[src/rv_isa_pkg.sv]
package rv_isa_pkg;

    localparam int XLEN       = 32;         // Data path width
    localparam int REG_ADDR_W = 5;          // 32 architectural registers
    localparam int NUM_FWD    = 3;          // Execute, memory and writeback results in flight

    typedef logic [XLEN-1:0]       word_t;
    typedef logic [REG_ADDR_W-1:0] reg_addr_t;

    // Major opcodes, bits [6:0]
    localparam logic [6:0] OPC_LUI    = 7'b011_0111;
    localparam logic [6:0] OPC_AUIPC  = 7'b001_0111;
    localparam logic [6:0] OPC_JAL    = 7'b110_1111;
    localparam logic [6:0] OPC_BRANCH = 7'b110_0011;
    localparam logic [6:0] OPC_LOAD   = 7'b000_0011;
    localparam logic [6:0] OPC_STORE  = 7'b010_0011;
    localparam logic [6:0] OPC_OP_IMM = 7'b001_0011;
    localparam logic [6:0] OPC_OP     = 7'b011_0011;
    localparam logic [6:0] OPC_BUBBLE = 7'b000_0000;   // Injected by the stall logic upstream

    localparam logic [2:0] F3_BEQ     = 3'b000;
    localparam logic [2:0] F3_BNE     = 3'b001;
    localparam logic [2:0] F3_BLT     = 3'b100;
    localparam logic [2:0] F3_BGE     = 3'b101;
    localparam logic [2:0] F3_BLTU    = 3'b110;
    localparam logic [2:0] F3_BGEU    = 3'b111;

    localparam logic [2:0] F3_LB      = 3'b000;
    localparam logic [2:0] F3_LH      = 3'b001;
    localparam logic [2:0] F3_LW      = 3'b010;
    localparam logic [2:0] F3_LBU     = 3'b100;
    localparam logic [2:0] F3_LHU     = 3'b101;

    localparam logic [2:0] F3_SB      = 3'b000;
    localparam logic [2:0] F3_SH      = 3'b001;
    localparam logic [2:0] F3_SW      = 3'b010;

    // Shared by OP and OP-IMM, bit 30 picks SUB and SRA
    localparam logic [2:0] F3_ADD_SUB = 3'b000;
    localparam logic [2:0] F3_SLL     = 3'b001;
    localparam logic [2:0] F3_SLT     = 3'b010;
    localparam logic [2:0] F3_SLTU    = 3'b011;
    localparam logic [2:0] F3_XOR     = 3'b100;
    localparam logic [2:0] F3_SRL_SRA = 3'b101;
    localparam logic [2:0] F3_OR      = 3'b110;
    localparam logic [2:0] F3_AND     = 3'b111;

    typedef struct packed {
        logic [6:0] funct7;
        reg_addr_t  rs2;
        reg_addr_t  rs1;
        logic [2:0] funct3;
        reg_addr_t  rd;
        logic [6:0] opcode;
    } r_fmt_t;

    typedef struct packed {
        logic [11:0] imm_11_0;
        reg_addr_t   rs1;
        logic [2:0]  funct3;
        reg_addr_t   rd;
        logic [6:0]  opcode;
    } i_fmt_t;

    typedef struct packed {
        logic [6:0] imm_11_5;
        reg_addr_t  rs2;
        reg_addr_t  rs1;
        logic [2:0] funct3;
        logic [4:0] imm_4_0;
        logic [6:0] opcode;
    } s_fmt_t;

    typedef struct packed {
        logic       imm_12;                 // Sign bit
        logic [5:0] imm_10_5;
        reg_addr_t  rs2;
        reg_addr_t  rs1;
        logic [2:0] funct3;
        logic [3:0] imm_4_1;
        logic       imm_11;
        logic [6:0] opcode;
    } b_fmt_t;

    typedef struct packed {
        logic [19:0] imm_31_12;
        reg_addr_t   rd;
        logic [6:0]  opcode;
    } u_fmt_t;

    typedef struct packed {
        logic        imm_20;                // Sign bit
        logic [9:0]  imm_10_1;
        logic        imm_11;
        logic [7:0]  imm_19_12;
        reg_addr_t   rd;
        logic [6:0]  opcode;
    } j_fmt_t;

    // One fetched word, viewed as the format its opcode selects
    typedef union packed {
        r_fmt_t r;
        i_fmt_t i;
        s_fmt_t s;
        b_fmt_t b;
        u_fmt_t u;
        j_fmt_t j;
    } inst_t;

endpackage

[src/decode_pkg.sv]
package decode_pkg;

    import rv_isa_pkg::*;

    // Zero encodings are the inactive values so a cleared record is a bubble
    typedef enum logic [3:0] {
        ALU_NOP  = 4'd0,
        ALU_ADD  = 4'd1,
        ALU_SUB  = 4'd2,
        ALU_SLL  = 4'd3,
        ALU_SLT  = 4'd4,
        ALU_SLTU = 4'd5,
        ALU_XOR  = 4'd6,
        ALU_SRL  = 4'd7,
        ALU_SRA  = 4'd8,
        ALU_OR   = 4'd9,
        ALU_AND  = 4'd10
    } alu_op_e;

    typedef enum logic [1:0] {
        MEM_NOP   = 2'd0,
        MEM_LOAD  = 2'd1,
        MEM_STORE = 2'd2
    } mem_op_e;

    // Access width and extension, used by memory and writeback
    typedef enum logic [2:0] {
        WB_WORD   = 3'd0,
        WB_HALF_S = 3'd1,
        WB_HALF_U = 3'd2,
        WB_BYTE_S = 3'd3,
        WB_BYTE_U = 3'd4
    } wb_type_e;

    typedef struct packed {
        reg_addr_t rd;                      // Destination of the in-flight result
        word_t     data;
    } fwd_src_t;

    typedef fwd_src_t [NUM_FWD-1:0] fwd_bus_t;   // Index 0 is execute

    typedef struct packed {
        reg_addr_t rd;
        alu_op_e   alu_op;
        mem_op_e   mem_op;
        logic      wb_en;                   // Register write in writeback
        logic      wb_from_alu;             // Write ALU result, else load data
        wb_type_e  wb_type;
        logic      update_pc;               // ALU result is the new PC
    } decode_ctrl_t;

    typedef struct packed {
        decode_ctrl_t ctrl;
        word_t        alu_a;
        word_t        alu_b;
        word_t        store_data;
    } issue_t;

endpackage

[src/branch_resolve.sv]
`timescale 1ns/1ns

module branch_resolve import rv_isa_pkg::*; (
    input  logic [2:0] funct3,
    input  word_t      op_a,
    input  word_t      op_b,
    output logic       branch_taken
);

    logic lt_s;
    logic lt_u;

    assign lt_s = $signed(op_a) < $signed(op_b);   // BLT and BGE
    assign lt_u = op_a < op_b;                     // BLTU and BGEU

    always_comb begin
        case (funct3)
            F3_BEQ:  branch_taken = (op_a == op_b);
            F3_BNE:  branch_taken = (op_a != op_b);
            F3_BLT:  branch_taken = lt_s;
            F3_BGE:  branch_taken = !lt_s;
            F3_BLTU: branch_taken = lt_u;
            F3_BGEU: branch_taken = !lt_u;
            default: branch_taken = 1'b0;   // 010 and 011 are reserved
        endcase
    end

endmodule

[src/decode_register.sv]
`timescale 1ns/1ns

module decode_register import decode_pkg::*; (
    input  logic   clk,
    input  logic   rst_n,
    input  issue_t issue_next,
    output issue_t issue
);

    // Cleared record is a bubble for execute
    always_ff @(posedge clk or negedge rst_n) begin
        if (!rst_n) begin
            issue <= '0;
        end else begin
            issue <= issue_next;            // Lockstep pipeline, loads every cycle
        end
    end

endmodule

[src/decode_stage_top.sv]
`timescale 1ns/1ns

module decode_stage_top import rv_isa_pkg::*; import decode_pkg::*; (
    input  logic      clk,
    input  logic      rst_n,
    input  inst_t     inst,
    input  word_t     pc,
    input  word_t     rs1_data,             // Register file read data, same cycle
    input  word_t     rs2_data,
    input  fwd_bus_t  fwd,                  // Results from execute, memory, writeback
    output reg_addr_t rs1_addr,
    output reg_addr_t rs2_addr,
    output issue_t    issue
);

    word_t  op_a;
    word_t  op_b;
    logic   branch_taken;
    issue_t issue_next;

    operand_forward operand_forward_i (
        .rs1_addr (rs1_addr),
        .rs2_addr (rs2_addr),
        .rs1_data (rs1_data),
        .rs2_data (rs2_data),
        .fwd      (fwd),
        .op_a     (op_a),
        .op_b     (op_b)
    );

    branch_resolve branch_resolve_i (
        .funct3       (inst.b.funct3),
        .op_a         (op_a),
        .op_b         (op_b),
        .branch_taken (branch_taken)
    );

    inst_decoder inst_decoder_i (
        .inst         (inst),
        .pc           (pc),
        .op_a         (op_a),
        .op_b         (op_b),
        .branch_taken (branch_taken),
        .rs1_addr     (rs1_addr),
        .rs2_addr     (rs2_addr),
        .issue_next   (issue_next)
    );

    decode_register decode_register_i (
        .clk        (clk),
        .rst_n      (rst_n),
        .issue_next (issue_next),
        .issue      (issue)
    );

endmodule

[src/inst_decoder.sv]
`timescale 1ns/1ns

module inst_decoder import rv_isa_pkg::*; import decode_pkg::*; (
    input  inst_t     inst,
    input  word_t     pc,
    input  word_t     op_a,                 // Forwarded rs1 value
    input  word_t     op_b,                 // Forwarded rs2 value
    input  logic      branch_taken,
    output reg_addr_t rs1_addr,
    output reg_addr_t rs2_addr,
    output issue_t    issue_next
);

    logic [6:0] opcode;
    logic [2:0] funct3;
    logic       alt;                        // Bit 30 selects SUB and SRA
    word_t      imm_i;
    word_t      imm_s;
    word_t      imm_b;
    word_t      imm_u;
    word_t      imm_j;

    // OP-IMM has no SUBI, bit 30 there belongs to the immediate
    function automatic alu_op_e alu_sel(input logic [2:0] f3, input logic sub_sra,
                                        input logic reg_op);
        alu_op_e op;
        case (f3)
            F3_ADD_SUB: op = (sub_sra && reg_op) ? ALU_SUB : ALU_ADD;
            F3_SLL:     op = ALU_SLL;
            F3_SLT:     op = ALU_SLT;
            F3_SLTU:    op = ALU_SLTU;
            F3_XOR:     op = ALU_XOR;
            F3_SRL_SRA: op = sub_sra ? ALU_SRA : ALU_SRL;
            F3_OR:      op = ALU_OR;
            F3_AND:     op = ALU_AND;
            default:    op = ALU_NOP;
        endcase
        return op;
    endfunction

    assign opcode = inst.r.opcode;          // Same bits in every format
    assign funct3 = inst.r.funct3;
    assign alt    = inst.r.funct7[5];

    assign imm_i = {{20{inst.i.imm_11_0[11]}}, inst.i.imm_11_0};
    assign imm_s = {{20{inst.s.imm_11_5[6]}}, inst.s.imm_11_5, inst.s.imm_4_0};
    assign imm_b = {{19{inst.b.imm_12}}, inst.b.imm_12, inst.b.imm_11,
                    inst.b.imm_10_5, inst.b.imm_4_1, 1'b0};
    assign imm_u = {inst.u.imm_31_12, 12'd0};
    assign imm_j = {{11{inst.j.imm_20}}, inst.j.imm_20, inst.j.imm_19_12,
                    inst.j.imm_11, inst.j.imm_10_1, 1'b0};

    // Register file read ports, kept apart from the record so there is no false loop
    always_comb begin
        rs1_addr = '0;
        rs2_addr = '0;
        case (opcode)
            OPC_BRANCH, OPC_STORE, OPC_OP: begin
                rs1_addr = inst.r.rs1;
                rs2_addr = inst.r.rs2;
            end
            OPC_LOAD, OPC_OP_IMM: rs1_addr = inst.i.rs1;
            default: ;                      // U and J formats read nothing
        endcase
    end

    always_comb begin
        issue_next = '0;                    // Bubble unless the opcode says otherwise
        case (opcode)
            OPC_LUI, OPC_AUIPC: begin
                issue_next.ctrl.rd          = inst.u.rd;
                issue_next.ctrl.alu_op      = ALU_ADD;
                issue_next.ctrl.wb_en       = 1'b1;
                issue_next.ctrl.wb_from_alu = 1'b1;
                issue_next.alu_a            = imm_u;
                issue_next.alu_b            = (opcode == OPC_AUIPC) ? pc : '0;
            end
            OPC_JAL: begin
                issue_next.ctrl.rd          = inst.j.rd;
                issue_next.ctrl.alu_op      = ALU_ADD;   // Jump target
                issue_next.ctrl.wb_en       = 1'b1;
                issue_next.ctrl.wb_from_alu = 1'b1;
                issue_next.ctrl.update_pc   = 1'b1;
                issue_next.alu_a            = imm_j;
                issue_next.alu_b            = pc;
            end
            OPC_BRANCH: begin
                issue_next.ctrl.alu_op      = branch_taken ? ALU_ADD : ALU_NOP;
                issue_next.ctrl.wb_from_alu = 1'b1;
                issue_next.ctrl.update_pc   = branch_taken;
                issue_next.alu_a            = pc;
                issue_next.alu_b            = imm_b;
            end
            OPC_LOAD: begin
                issue_next.ctrl.rd          = inst.i.rd;
                issue_next.ctrl.alu_op      = ALU_ADD;   // Effective address
                issue_next.ctrl.mem_op      = MEM_LOAD;
                issue_next.ctrl.wb_en       = 1'b1;
                issue_next.alu_a            = op_a;
                issue_next.alu_b            = imm_i;
                case (funct3)
                    F3_LB:   issue_next.ctrl.wb_type = WB_BYTE_S;
                    F3_LH:   issue_next.ctrl.wb_type = WB_HALF_S;
                    F3_LW:   issue_next.ctrl.wb_type = WB_WORD;
                    F3_LBU:  issue_next.ctrl.wb_type = WB_BYTE_U;
                    F3_LHU:  issue_next.ctrl.wb_type = WB_HALF_U;
                    default: issue_next.ctrl.wb_type = WB_WORD;
                endcase
            end
            OPC_STORE: begin
                issue_next.ctrl.alu_op      = ALU_ADD;
                issue_next.ctrl.mem_op      = MEM_STORE;
                issue_next.alu_a            = op_a;
                issue_next.alu_b            = imm_s;
                issue_next.store_data       = op_b;      // Forwarded rs2
                case (funct3)               // Only the access width matters here
                    F3_SB:   issue_next.ctrl.wb_type = WB_BYTE_S;
                    F3_SH:   issue_next.ctrl.wb_type = WB_HALF_S;
                    F3_SW:   issue_next.ctrl.wb_type = WB_WORD;
                    default: issue_next.ctrl.wb_type = WB_WORD;
                endcase
            end
            OPC_OP_IMM, OPC_OP: begin
                issue_next.ctrl.rd          = inst.r.rd;
                issue_next.ctrl.alu_op      = alu_sel(funct3, alt, opcode == OPC_OP);
                issue_next.ctrl.wb_en       = 1'b1;
                issue_next.ctrl.wb_from_alu = 1'b1;
                issue_next.alu_a            = op_a;
                issue_next.alu_b            = (opcode == OPC_OP) ? op_b : imm_i;
            end
            OPC_BUBBLE: ;                   // Stall slot
            default: ;                      // Unsupported opcodes also issue nothing
        endcase
    end

endmodule

[src/operand_forward.sv]
`timescale 1ns/1ns

module operand_forward import rv_isa_pkg::*; import decode_pkg::*; (
    input  reg_addr_t rs1_addr,
    input  reg_addr_t rs2_addr,
    input  word_t     rs1_data,
    input  word_t     rs2_data,
    input  fwd_bus_t  fwd,
    output word_t     op_a,
    output word_t     op_b
);

    // Walk from the oldest stage to the newest so the nearest match wins
    function automatic word_t pick_operand(
        input reg_addr_t rs,
        input word_t     rf_data,
        input fwd_bus_t  bus
    );
        word_t sel;
        sel = rf_data;                      // Register file unless something newer is in flight
        for (int i = NUM_FWD - 1; i >= 0; i--) begin
            if ((rs != '0) && (bus[i].rd == rs)) begin   // x0 is hardwired, never forwarded
                sel = bus[i].data;
            end
        end
        return sel;
    endfunction

    assign op_a = pick_operand(rs1_addr, rs1_data, fwd);
    assign op_b = pick_operand(rs2_addr, rs2_data, fwd);

endmodule

[config.mk]
export PLATFORM = sky130hd
export DESIGN_NAME = decode_stage_top
export DESIGN_NICKNAME = d
export VERILOG_FILES = /design/src/rv_isa_pkg.sv /design/src/decode_pkg.sv /design/src/branch_resolve.sv /design/src/decode_register.sv /design/src/decode_stage_top.sv /design/src/inst_decoder.sv /design/src/operand_forward.sv
export SDC_FILE = /design/constraint.sdc
export NUM_CORES = 1
export LEC_CHECK = 0
export ABC_AREA = 1
export BUFFER_PORTS_ARGS = -buffer_cell sky130_fd_sc_hd__clkbuf_2
export CAP_MARGIN = 0
export CELL_PAD_IN_SITES_DETAIL_PLACEMENT = 2
export CELL_PAD_IN_SITES_GLOBAL_PLACEMENT = 2
export CORE_MARGIN = 5
export CORE_UTILIZATION = 25
export DETAILED_ROUTE_END_ITERATION = 8
export PLACE_DENSITY = 0.82
export SYNTH_ARGS = -nofsm -noshare
export SYNTH_HDL_FRONTEND = slang
export SYNTH_SLANG_ARGS = --single-unit
[constraint.sdc]
create_clock -name clk -period 0.9 [get_ports clk]
set_input_delay 0.09 -clock clk [delete_from_list [all_inputs] [get_ports clk]]
set_output_delay 0.09 -clock clk [all_outputs]
set_load 0.05 [all_outputs]
==> results.py, run 1 <==
metrics = {
    "die": {
        "io_pins": 364,
        "fp.dieArea_um2": 40400,
        "initial_core_util": 0.251,
        "rows": 70,
        "die_y_um": 201,
        "coreArea_um2": 36300,
        "die_x_um": 201,
    },
    "finish": {
        "regMostFlops": "decode_register_i.issue",
        "final_nets": 2351,
        "final_cells": 2561,
        "syn_to_final_growth_pct": 74.5,
        "reg.largest.list": "decode_register_i.issue x113",
        "layout-drive-gt1-share": 0.429,
        "largest_register_ff_count": 113,
    },
    "pwr": {
        "peakVddDrop_v": 0.00136,
        "switching_share": 0.336,
        "switchingPower_w": 0.00540,
        "internal_power_w": 0.0107,
        "pwr_density_cell_nw_per_um2": 1010,
        "seq_power_share": 0.324,
        "combPwrFrac": 0.275,
        "p_leak_nw": 9.01,
        "clockPowerShare": 0.401,
    },
    "run_status": {
        "outcome": "finished, violations left",
        "failed_checks": "negative setup slack",
    },
    "worst_setup_path": {
        "worstPathArrival_ps": 3700,
        "crit_type": "in -> reg",
        "cp_slowest_cell": "ha_1",
        "critical_path_buf_inv_count": 3,
        "cp-end-kind": "register",
        "critical_path.max_stage_delay_ps": 370,
        "path_delay_family": "simple AND/OR/NAND/NOR gates",
        "crit_top_cell": "nand2_1",
        "crit_path_start_kind": "primary input",
        "path_max_fanout": 8,
        "cp.required_ps": 1220,
    },
    "place": {
        "portBuffers": 363,
        "dp_hpwl_um": 46800,
        "gp_congestion": 0.911,
        "dp_cells": 2464,
    },
    "global_route": {
        "grt_usage": 0.287,
        "grt_pass1_vias": 14696,
        "overflow": 0,
        "grt_max_degree": 43,
        "antenna_found_initial": 4,
        "grt_pass1_wl_um": 88900,
    },
    "synthesis": {
        "avgSynthCellArea_um2": 6.27,
        "synth-seq-area-share": 0.310,
        "yosys_warnings": 0,
        "synth-seq-cells": 113,
        "yosysUniqueCellTypes": 39,
        "netlist_instances": 1455,
        "netlist_area_um2": 9130,
        "synth_nets": 1728,
    },
    "route": {
        "dr.pass1.iters": 5,
        "vias_per_cell": 5.16,
        "ant_nets": 0,
        "finalWirelength_um": 66300,
        "vias": 13224,
        "drc": 0,
        "drt_iter0_markers": 718,
        "routedWlPerCell_um": 25.9,
    },
    "clock_network": {
        "htreeDepth": 4,
        "cts_sinks": 113,
        "cts_buffer_depth": 2,
        "clkSlewWorstSetupHoldPaths_ps": 70,
        "cts_tree": "yes",
        "numCtsBuffers": 17,
        "cts_root_buf": "clkbuf_16",
    },
    "sta": {
        "fin_ws_ps": -2480,
        "fin_crit_ps": 3380,
        "rsz0062_at_grt": "yes",
        "finalHoldViolCount": 0,
        "setup_tns_ps": -150780,
        "max_slew.worst_pin.slew_ps": 656,
        "finalCritPeriodShare": 3.76,
        "fmax_ghz": 0.296,
        "max_slew_margin": 0.558,
        "setup-violations-final": 233,
        "slew_viol_final": 0,
    },
    "min_path": {
        "hold_class": "in -> reg",
    },
    "flow_run": {
        "maxCapViolations": 0,
    },
}
cell usage in the layout (no fill, tap or decap), drive strengths merged, types with 4 or more instances in the layout:
| cell | netlist | routed |
|---|---|---|
| o22ai | 17 | 17 |
| clkbuf | 18 | 375 |
| inv | 220 | 217 |
| buf | 54 | 287 |
| xor2 | 11 | 11 |
| nand2 | 497 | 497 |
| dfrtp | 113 | 113 |
| clkinvlp | 0 | 7 |
| ha | 32 | 32 |
| a21boi | 8 | 8 |
| nand4 | 71 | 71 |
| nor2 | 150 | 150 |
| o21ai | 47 | 47 |
| o21a | 4 | 4 |
| clkinv | 4 | 13 |
| nand3b | 4 | 4 |
| dlygate4sd3 | 0 | 31 |
| nand3 | 110 | 110 |
| a21oi | 75 | 75 |
Yosys cell counts, drive strengths merged:
master   number  area, um^2
nand3b        4        30.0
ha           32         400
o21bai        1        7.51
nor4          2        12.5
clkinv        4        15.0
inv         220         826
a22oi         3        22.5
o22ai        17         106
clkbuf       18        67.6
a31oi         2        12.5
xnor2         1        8.76
o31ai         2        15.0
nor2        150         598
a2111oi       1        8.76
nor3          2        10.0
dfrtp       113        2830
a21oi        75         387
a221oi        3        26.3
buf          54         298
nand3       110         581
o21a          4        30.0
a21boi        8        60.1
o21ai        47         246
xor2         11        96.3
nand4        71         444
o211ai        3        22.5
nand2       497        1970
per-layer routing:
| metal | share of wire | GRT usage | wire length [um] |
|---|---|---|---|
| met1 | 0.39 | 0.322 | 25900 |
| met2 | 0.51 | 0.532 | 33500 |
| met3 | 0.052 | 0.0540 | 3430 |
| met4 | 0.052 | 0.120 | 3440 |
| met5 | 0.00026 | 0 | 17 |
final timing paths:
path	to	slack, ps	start	cells past startpoint
min in group asynchronous	decode_register_i.issue[44]	50	rst_n	2
setup / recovery	decode_register_i.issue[96]	-2480	inst[2]	30
max in group asynchronous	decode_register_i.issue[81]	260	rst_n	3
hold / removal	decode_register_i.issue[105]	20	inst[30]	3
worst min-delay path, delay by kind of cell:
family,cells,cell delay [ps]
AO/OA/AOI/OAI,1,90
buffers and inverters,1,120
AND/OR/NAND/NOR,1,110
repair_timing:
item                       4_1_cts  5_1_grt
cloned                           2        8
hold buffers                    31        0
hold endpoints to repair       150        0
pin swaps                        6       25
setup endpoints to repair      231      233
gates resized for setup        110      170
setup buffers                    6       18
layout make-up:
| type | instances | area (um^2) |
|---|---|---|
| tap | 468 | 586 |
| antenna | 2 | 5.00 |
| clock buffer | 18 | 429 |
| timing repair buffer | 676 | 5220 |
| inverter | 224 | 883 |
| clock inverter | 14 | 119 |
| multi-input combinational | 1046 | 5850 |
| fill | 4202 | 20400 |
| sequential | 113 | 2830 |
power groups by stage:
stage	sequential (W)	clock, W	combinational, W
2_1_floorplan	0.00553	0	0.00122
3_3_place_gp	0.00528	0	0.00354
3_5_place_dp	0.00528	0	0.00364
4_1_cts	0.00520	0.00642	0.00393
5_1_grt	0.00520	0.00682	0.00469
6_report	0.00520	0.00644	0.00442
stage by stage:
stage	area (um^2)	setup slack (ps)	hold slack (ps)	power, W	utilization
finish	15900	-2480	19.9	0.0161	0.438
global placement	13600	-2700	-48.2	0.00882	0.373
global route	15900	-2660	28.4	0.0167	0.438
floorplan	9250	-2020	-206	0.00676	-
detailed placement	13600	-2920	-45.8	0.00893	0.373
CTS	15000	-2290	37.2	0.0156	0.411
kinds of logic (layout without fill, tap and decap cells):
| group | Yosys count | count (layout) | share of synthesized area |
|---|---|---|---|
| simple gates | 836 | 836 | 0.399 |
| buf+inv | 296 | 932 | 0.132 |
| compound gates | 166 | 166 | 0.104 |
| flops | 113 | 113 | 0.310 |
| fa+ha+maj | 32 | 32 | 0.0439 |
| xor+xnor | 12 | 12 | 0.0115 |
| other cells | 0 | 2 | 0 |
Note: power is estimated with default switching activity, not from simulation.
==> inputs of run 2 (changes only) <==
--- a/config.mk
+++ b/config.mk
@@ -5,15 +5,15 @@
 export SDC_FILE = /design/constraint.sdc
 export NUM_CORES = 1
 export LEC_CHECK = 0
-export ABC_AREA = 1
 export BUFFER_PORTS_ARGS = -buffer_cell sky130_fd_sc_hd__clkbuf_2
 export CAP_MARGIN = 0
 export CELL_PAD_IN_SITES_DETAIL_PLACEMENT = 2
 export CELL_PAD_IN_SITES_GLOBAL_PLACEMENT = 2
 export CORE_MARGIN = 5
-export CORE_UTILIZATION = 25
+export CORE_UTILIZATION = 27
 export DETAILED_ROUTE_END_ITERATION = 8
-export PLACE_DENSITY = 0.82
+export PLACE_DENSITY = 0.81
+export RECOVER_POWER = 100
 export SYNTH_ARGS = -nofsm -noshare
 export SYNTH_HDL_FRONTEND = slang
 export SYNTH_SLANG_ARGS = --single-unit
==> run 2 against run 1 <==
The run now fails in global routing (5_1_grt). Area after synthesis decreased by 11%. Synthesized cell count decreased by 39%.
==> results.py, run 2 <==
metrics = {
    "synthesis": {
        "netlist_instances": 881,
        "synth_compound_area_frac": 0.285,
        "synth_adder_area_share": 0.0492,
        "synthArstFlopShare": 1.00,
        "synth.mux.area_fraction": 0.109,
        "synth_edf_count": 0,
        "synth_top_area_share": 0.347,
        "synth_nets": 1154,
        "netlist_area_um2": 8140,
        "avgSynthCellArea_um2": 9.24,
        "yosys-top-cells-area": "dfrtp_1 (35%), mux2i_1 (8.0%), a21o_1 (5.8%)",
        "yosys_warnings": 0,
        "yosys.area_share.simple": 0.134,
        "ys.flop_type": "dfrtp_1",
        "synth_top_family_by_area": "compound AO/OA/AOI/OAI gates",
        "synth-seq-cells": 113,
        "yosysUniqueCellTypes": 65,
        "synthTopCellsByCount": "nor2_1 (123), dfrtp_1 (113), mux2i_1 (65)",
        "post-synth-top-count-cell": "nor2_1",
        "synth-xor-area-share": 0.0247,
        "yosysTopAreaCell": "dfrtp_1",
        "synth-seq-area-share": 0.347,
    },
    "die": {
        "io_pins": 364,
        "rows": 63,
        "die_y_um": 184,
        "die_x_um": 184,
        "initial_core_util": 0.274,
    },
    "clock_network": {
        "cts_buffer_depth": 2,
        "htreeDepth": 4,
        "cts_root_buf": "clkbuf_16",
        "cts_sinks": 113,
        "numCtsBuffers": 17,
    },
    "place": {
        "portBuffers": 363,
        "dp_hpwl_um": 42500,
        "gp_congestion": 0.910,
        "dp_cells": 1814,
    },
    "global_route": {
        "antenna_found_initial": 12,
        "overflow": 182,
        "grt_max_degree": 48,
        "grt_usage": 0.762,
    },
    "run_status": {
        "error": "[ERROR GRT-0232] Routing congestion too high. Check the congestion heatmap in the GUI.",
        "outcome": "did not finish",
        "stop_stage": "global routing (5_1_grt)",
    },
    "sta": {
        "worstEpCategory": "sequential cell input",
        "postGrtWorstEndpoint": "decode_register_i.issue[104]$_DFF_PN0_/D",
    },
}
==> run 2: per-stage QoR <==
step	setup TNS (ps)	hold slack, ps	area, um^2	setup slack (ps)
global placement	-164860	108	12900	-3210
CTS	-146320	-31.1	16400	-2710
detailed placement	-182300	105	12900	-3550
floorplan	-110340	-206	8620	-2600
==> run 2: routing by layer <==
layer | GRT usage | GRT overflow
met1 | 0.723 | 0
met2 | 0.930 | 88
met3 | 0.629 | 1
met4 | 0.832 | 93
met5 | 0.216 | 0
==> run 2: logic make-up after synthesis <==
kind of cell | count (synthesis)
flops | 113
mux | 86
simple gates | 228
compound gates | 318
fa+ha+maj | 32
xor+xnor | 23
buf+inv | 81
==> run 2: timing repair <==
item	CTS
gates cloned	13
gates resized for setup	355
endpoints found under the setup margin	233
pin swaps	60
setup buffers	87
hold buffers	35
endpoints found under the hold margin	151
==> inputs of run 3 (changes only) <==
--- a/config.mk
+++ b/config.mk
@@ -7,12 +7,10 @@
 export LEC_CHECK = 0
 export BUFFER_PORTS_ARGS = -buffer_cell sky130_fd_sc_hd__clkbuf_2
 export CAP_MARGIN = 0
-export CELL_PAD_IN_SITES_DETAIL_PLACEMENT = 2
-export CELL_PAD_IN_SITES_GLOBAL_PLACEMENT = 2
 export CORE_MARGIN = 5
-export CORE_UTILIZATION = 27
+export CORE_UTILIZATION = 35
 export DETAILED_ROUTE_END_ITERATION = 8
-export PLACE_DENSITY = 0.81
+export PLACE_DENSITY_LB_ADDON = 0.15
 export RECOVER_POWER = 100
 export SYNTH_ARGS = -nofsm -noshare
 export SYNTH_HDL_FRONTEND = slang
==> run 3 against run 2 <==
The flow now finishes, with violations (negative setup slack). Area after synthesis unchanged. Synthesized cell count unchanged.
==> results.py, run 3 <==
metrics = {
    "die": {
        "die_x_um": 163,
        "die_y_um": 163,
        "rows": 55,
        "fp.dieArea_um2": 26400,
        "initial_core_util": 0.357,
        "coreArea_um2": 22800,
        "io_pins": 364,
    },
    "sta": {
        "fin_ws_ps": -2670,
        "finalCritPeriodShare": 3.96,
        "max_slew.worst_pin.slew_ps": 543,
        "finalHoldViolCount": 0,
        "setup_tns_ps": -143680,
        "rsz0062_at_grt": "yes",
        "slew_viol_final": 0,
        "max_slew_margin": 0.638,
        "fmax_ghz": 0.280,
        "fin_crit_ps": 3570,
        "whs_ps": 6.56,
        "setup-violations-final": 235,
    },
    "finish": {
        "fillers": 1644,
        "largest_register_ff_count": 113,
        "antenna_cells": 0,
        "final_nets": 1829,
        "layout-drive-gt1-share": 0.634,
        "syn_to_final_growth_pct": 99.4,
        "final_cell_mix": "clkbuf_2 (335), buf_4 (228), dfrtp_1 (113)",
        "final_common_cell": "clkbuf_2",
        "reg.largest.list": "decode_register_i.issue x113",
        "regMostFlops": "decode_register_i.issue",
    },
    "pwr": {
        "p_leak_nw": 8.30,
        "clockPowerShare": 0.434,
        "switching_share": 0.296,
        "combPwrFrac": 0.264,
        "p_total_w": 0.0172,
        "internal_power_w": 0.0121,
        "peakVddDrop_v": 0.000881,
        "seq_power_share": 0.302,
        "pwr_density_cell_nw_per_um2": 1060,
        "switchingPower_w": 0.00508,
    },
    "synthesis": {
        "synth_top_area_share": 0.347,
        "synth_nets": 1154,
        "synthArstFlopShare": 1.00,
        "netlist_area_um2": 8140,
        "netlist_instances": 881,
        "yosys_warnings": 0,
        "post-synth-top-count-cell": "nor2_1",
        "synth-seq-area-share": 0.347,
        "ys.flop_type": "dfrtp_1",
        "synth-seq-cells": 113,
        "synth_edf_count": 0,
        "yosysTopAreaCell": "dfrtp_1",
        "synthTopCellsByCount": "nor2_1 (123), dfrtp_1 (113), mux2i_1 (65)",
        "yosys-top-cells-area": "dfrtp_1 (35%), mux2i_1 (8.0%), a21o_1 (5.8%)",
        "yosysUniqueCellTypes": 65,
        "avgSynthCellArea_um2": 9.24,
    },
    "worst_setup_path": {
        "crit_top_cell": "buf_4",
        "path_depth": 22,
        "crit_end": "decode_register_i.issue[104]",
        "cp_slowest_cell": "a311o_1",
        "crit_type": "in -> reg",
        "worstPathArrival_ps": 3860,
        "path_max_fanout": 6,
        "path_delay_family": "compound AO/OA/AOI/OAI gates",
        "cp-end-kind": "register",
        "critPathLaunch": "fwd[108]",
        "path_cells": "clkbuf_2 > buf_4 > nor4bb_2 > a31oi_2 > o32ai_4 > nand4_4 > clkbuf_16 > buf_12 > buf_6 > mux2i_1 > a211oi_2 > a21o_1 > ha_4 > nand4_1 > buf_4 > nor2_1 > a2bb2oi_2 > a31oi_2 > buf_4 > a311o_1 > a21oi_2 > nand2_1",
        "cp.required_ps": 1190,
        "critical_path_buf_inv_count": 7,
        "crit_path_start_kind": "primary input",
        "critical_path.max_stage_delay_ps": 350,
    },
    "flow_run": {
        "maxCapViolations": 0,
    },
    "global_route": {
        "use_met2": 0.545,
        "overflow": 0,
        "use_met3": 0.0992,
        "grt_pass1_wl_um": 65100,
        "grt_usage": 0.325,
        "grt_pass1_vias": 10984,
        "grt_max_degree": 49,
        "use_met1": 0.401,
        "grt_busiest_layer": "met2",
        "antenna_found_initial": 2,
    },
    "clock_network": {
        "htreeDepth": 4,
        "cts_sinks": 113,
        "cts_buffer_depth": 2,
        "numCtsBuffers": 17,
        "clkSlewWorstSetupHoldPaths_ps": 60,
        "cts_tree": "yes",
        "cts_root_buf": "clkbuf_16",
    },
    "route": {
        "ant_nets": 0,
        "drt_iter0_markers": 907,
        "routedWlPerCell_um": 25.5,
        "drc": 0,
        "finalWirelength_um": 47900,
        "dr.pass1.iters": 7,
        "vias": 10789,
        "vias_per_cell": 5.73,
    },
    "place": {
        "portBuffers": 363,
        "gp_congestion": 0.951,
        "dp_hpwl_um": 32000,
    },
    "min_path": {
        "hold_class": "in -> reg",
    },
    "run_status": {
        "outcome": "finished, violations left",
        "failed_checks": "negative setup slack",
    },
}
## run 3: repair_timing
item | CTS | global route
buffers inserted | 50 | 32
hold endpoints to repair | 148 | 0
pin swaps | 45 | 27
cloned | 12 | 3
hold buffers | 39 | 0
endpoints found under the setup margin | 231 | 235
gates resized for setup | 221 | 188
## run 3: worst min-delay path: cells and delay by family
| family | cells | cell delay [ps] |
|---|---|---|
| buf+inv | 1 | 90 |
| compound gates | 2 | 210 |
## run 3: logic make-up after synthesis
| kind of cell | after synthesis | share of synthesized area |
|---|---|---|
| AOI/OAI and AO/OA | 318 | 0.285 |
| and+or+nand+nor | 228 | 0.134 |
| DFF | 113 | 0.347 |
| muxes | 86 | 0.109 |
| buffers and inverters | 81 | 0.0507 |
| adders and majority gates | 32 | 0.0492 |
| xor gates and xnor gates | 23 | 0.0247 |
## run 3: cell type report
class | instances | area, um^2 | area share
clock buffer | 19 | 453 | 0.0279
tap | 313 | 392 | 0.0241
clock inverter | 13 | 185 | 0.0114
multi-input combinational | 687 | 6510 | 0.401
timing repair buffer | 730 | 5840 | 0.360
sequential | 113 | 2830 | 0.174
inverter | 7 | 26.3 | 0.00162
## run 3: per-stage QoR
stage / setup slack, ps / utilization / cell area, um^2 / std cells
final: -2670 / 0.713 / 16200 / 1882
after global routing: -2810 / 0.713 / 16200 / 1882
after CTS: -2490 / 0.666 / 15200 / 1853
after detailed placement: -3070 / 0.551 / 12600 / 1731
after global placement: -3010 / 0.551 / 12600 / 1731
after floorplan: -2600 / - / 8620 / 881
## run 3: power by group through the flow
stage | clock network, W | registers, W | logic (W)
floorplan | 0 | 0.00553 | 0.00127
CTS | 0.00747 | 0.00518 | 0.00402
finish | 0.00745 | 0.00518 | 0.00453
global route | 0.00775 | 0.00519 | 0.00478
global placement | 0 | 0.00527 | 0.00347
detailed placement | 0 | 0.00527 | 0.00348
## run 3: worst min-delay path by stage
stage                  from                            to  depth (start not counted)
detailed placement    rst_n  decode_register_i.issue[109]                          1
floorplan             rst_n    decode_register_i.issue[0]                          0
global route         pc[28]   decode_register_i.issue[60]                          3
global placement      rst_n  decode_register_i.issue[109]                          1
CTS                 fwd[64]   decode_register_i.issue[59]                          3
finish                pc[1]   decode_register_i.issue[65]                          3
## run 3: per-layer routing
metal | up-vias | part of all wire
met1 | 5222 | 0.38
met4 | 4 | 0.043
li1 | 4701 | -
met3 | 171 | 0.10
met2 | 691 | 0.48
met5 | - | 0.00054
==> inputs of run 4 (changes only) <==
--- a/config.mk
+++ b/config.mk
@@ -10,6 +10,7 @@
 export CORE_MARGIN = 5
 export CORE_UTILIZATION = 35
 export DETAILED_ROUTE_END_ITERATION = 8
+export HOLD_SLACK_MARGIN = 0.06
 export PLACE_DENSITY_LB_ADDON = 0.15
 export RECOVER_POWER = 100
 export SYNTH_ARGS = -nofsm -noshare
==> constraint.sdc (replaced) <==
create_clock -name clk -period 3.1 [get_ports clk]
set_input_delay 0.31 -clock clk [delete_from_list [all_inputs] [get_ports clk]]
set_output_delay 0.31 -clock clk [all_outputs]
set_load 0.05 [all_outputs]
==> run 4 against run 3 <==
The run ends with max-capacitance violations, max-slew violations, negative setup slack left. Routed wire length is 12% lower. Sequential power fell by 71%. Utilization decreased by 13 points. Combinational power is 77% lower. Clock-buffer cell count down 1. Hold slack improved by 100 ps. Critical path depth stayed put.
==> results.py, run 4 (synthesis results as in run 3) <==
metrics = {
    "min_path": {
        "hold_class": "in -> reg",
        "min_to": "decode_register_i.issue[64]",
        "whs_path_depth": 3,
        "min_from": "pc[0]",
    },
    "route": {
        "routedWlPerCell_um": 24.3,
        "finalWirelength_um": 42200,
        "drc": 0,
        "vias_per_cell": 5.61,
        "drt_iter0_markers": 714,
        "ant_nets": 0,
        "vias": 9750,
        "dr.pass1.iters": 8,
    },
    "finish": {
        "regMostFlops": "decode_register_i.issue",
        "layout-drive-gt1-share": 0.532,
        "final_cell_mix": "clkbuf_2 (358), buf_4 (190), nor2_1 (117)",
        "largest_register_ff_count": 113,
        "final_nets": 1684,
        "reg.largest.list": "decode_register_i.issue x113",
        "syn_to_final_growth_pct": 63.9,
        "fillers": 2013,
        "final_common_cell": "clkbuf_2",
    },
    "worst_setup_path": {
        "path_delay_family": "compound AO/OA/AOI/OAI gates",
        "cp.required_ps": 3400,
        "crit_path_start_kind": "primary input",
        "path_max_fanout": 13,
        "critical_path_buf_inv_count": 7,
        "crit_top_cell": "buf_4",
        "critical_path.max_stage_delay_ps": 350,
        "cp_slowest_cell": "a311o_1",
        "crit_type": "in -> reg",
        "path_depth": 22,
        "path_cells": "clkbuf_2 > nand2b_2 > a211oi_4 > buf_4 > buf_4 > o32ai_2 > nand4_1 > buf_6 > buf_12 > buf_4 > nor2_2 > a211oi_2 > a21o_1 > ha_4 > nand4_1 > buf_4 > a2bb2oi_4 > a31oi_1 > a2111oi_1 > a311o_1 > a21oi_2 > nand2_1",
        "cp-end-kind": "register",
        "worstPathArrival_ps": 3920,
    },
    "flow_run": {
        "maxCapViolations": 1,
    },
    "sta": {
        "setup_tns_ps": -1020,
        "max_slew.worst_pin.slew_ps": 1590,
        "slew_viol_final": 58,
        "fmax_ghz": 0.276,
        "finalCritPeriodShare": 1.17,
        "rsz0062_at_grt": "yes",
        "fin_ws_ps": -519,
        "finalHoldViolCount": 0,
        "setup-violations-final": 2,
        "fin_crit_ps": 3620,
        "max_slew_margin": -0.0600,
    },
    "pwr": {
        "clockPowerShare": 0.441,
        "p_leak_nw": 7.18,
        "internal_power_w": 0.00317,
        "p_total_w": 0.00457,
        "combPwrFrac": 0.230,
        "seq_power_share": 0.329,
        "switchingPower_w": 0.00140,
        "switching_share": 0.306,
        "pwr_density_cell_nw_per_um2": 342,
        "peakVddDrop_v": 0.000245,
    },
    "clock_network": {
        "cts_root_buf": "clkbuf_16",
        "clkSlewWorstSetupHoldPaths_ps": 60,
        "htreeDepth": 4,
        "cts_tree": "yes",
        "cts_sinks": 113,
        "cts_buffer_depth": 2,
        "numCtsBuffers": 17,
    },
    "die": {
        "io_pins": 364,
        "die_y_um": 163,
        "die_x_um": 163,
        "coreArea_um2": 22800,
        "rows": 55,
        "fp.dieArea_um2": 26400,
        "initial_core_util": 0.357,
    },
    "place": {
        "gp_congestion": 0.911,
        "dp_hpwl_um": 31200,
        "portBuffers": 363,
        "place_ws_ps": -1160,
    },
    "run_status": {
        "failed_checks": "max-capacitance violations, max-slew violations, negative setup slack",
        "outcome": "finished, violations left",
    },
    "global_route": {
        "grt_usage": 0.301,
        "antenna_found_initial": 1,
        "grt_pass1_wl_um": 59900,
        "grt_pass1_vias": 9724,
        "overflow": 0,
        "grt_max_degree": 58,
    },
}
==> run 4: cell types whose count changed in the layout (fill, tap and decap cells not counted), moves of 20 or more <==
cell           before  now
buf_6              60    9
buf_4             228  190
dlygate4sd3_1      39    1
a211oi_2           45   16
a211oi_1            6   34
buf_12             39   12
mux2i_1            16   41
clkbuf_2          335  358
mux2i_4            32    9
o21ai_0            14   36
nor2_1             96  117
a221oi_1            0   20
o21ai_1            23    3
==> run 4: how the worst max path moves through the flow <==
| stage | end | from | slack (ps) |
|---|---|---|---|
| 2_1_floorplan | decode_register_i.issue[104] | inst[22] | -620 |
| 3_3_place_gp | decode_register_i.issue[104] | inst[2] | -1120 |
| 3_5_place_dp | decode_register_i.issue[104] | inst[2] | -1160 |
| 4_1_cts | decode_register_i.issue[96] | inst[2] | -530 |
| 5_1_grt | decode_register_i.issue[96] | inst[21] | -710 |
| 6_report | decode_register_i.issue[96] | inst[4] | -520 |
==> run 4: final cells by class <==
type                       instances  area, um^2  share of cell area
timing repair buffer             584        3920               0.294
clock inverter                    14         155              0.0116
multi-input combinational        688        5590               0.418
antenna                            1        2.50            0.000187
clock buffer                      18         439              0.0329
tap                              313         392              0.0293
inverter                           7        26.3             0.00197
sequential                       113        2830               0.212
==> run 4: timing repair <==
item | in CTS | in global routing
setup buffers | 11 | 19
pin swaps | 9 | 24
hold buffers | 1 | 0
hold endpoints to repair | 54 | 0
gates cloned | 7 | 6
resized for setup | 52 | 92
setup endpoints to repair | 2 | 2
==> run 4: metrics by stage <==
step                hold WS [ps]   util  cell area [um^2]  instances
global route                 110  0.586             13300       1738
finish                       111  0.586             13300       1738
CTS                          102  0.556             12700       1713
global placement             430  0.506             11500       1662
detailed placement           435  0.506             11500       1662
floorplan                   14.4      -              8240        881
==> run 4: tightest hold or removal path: stages <==
cell and delay, ps:
clkbuf_2 90, nand2_1 40, o21ai_0 60
==> run 4: layer usage <==
| metal | vias to the layer above | part of all wire | GRT usage | routed length, um |
|---|---|---|---|---|
| li1 | 4396 | - | - | - |
| met1 | 4708 | 0.40 | 0.398 | 17000 |
| met2 | 551 | 0.47 | 0.479 | 19700 |
| met3 | 95 | 0.098 | 0.0764 | 4150 |
| met4 | 0 | 0.033 | 0.105 | 1390 |
| met5 | - | 0 | 0 | 0 |
==> run 4: power by group through the flow <==
stage                     Clock, W  Combinational (W)  Sequential (W)
after global placement           0           0.000920         0.00153
after detailed placement         0           0.000921         0.00153
after global routing       0.00212            0.00112         0.00151
final                      0.00201            0.00105         0.00150
after floorplan                  0           0.000343         0.00161
after CTS                  0.00204           0.000967         0.00150
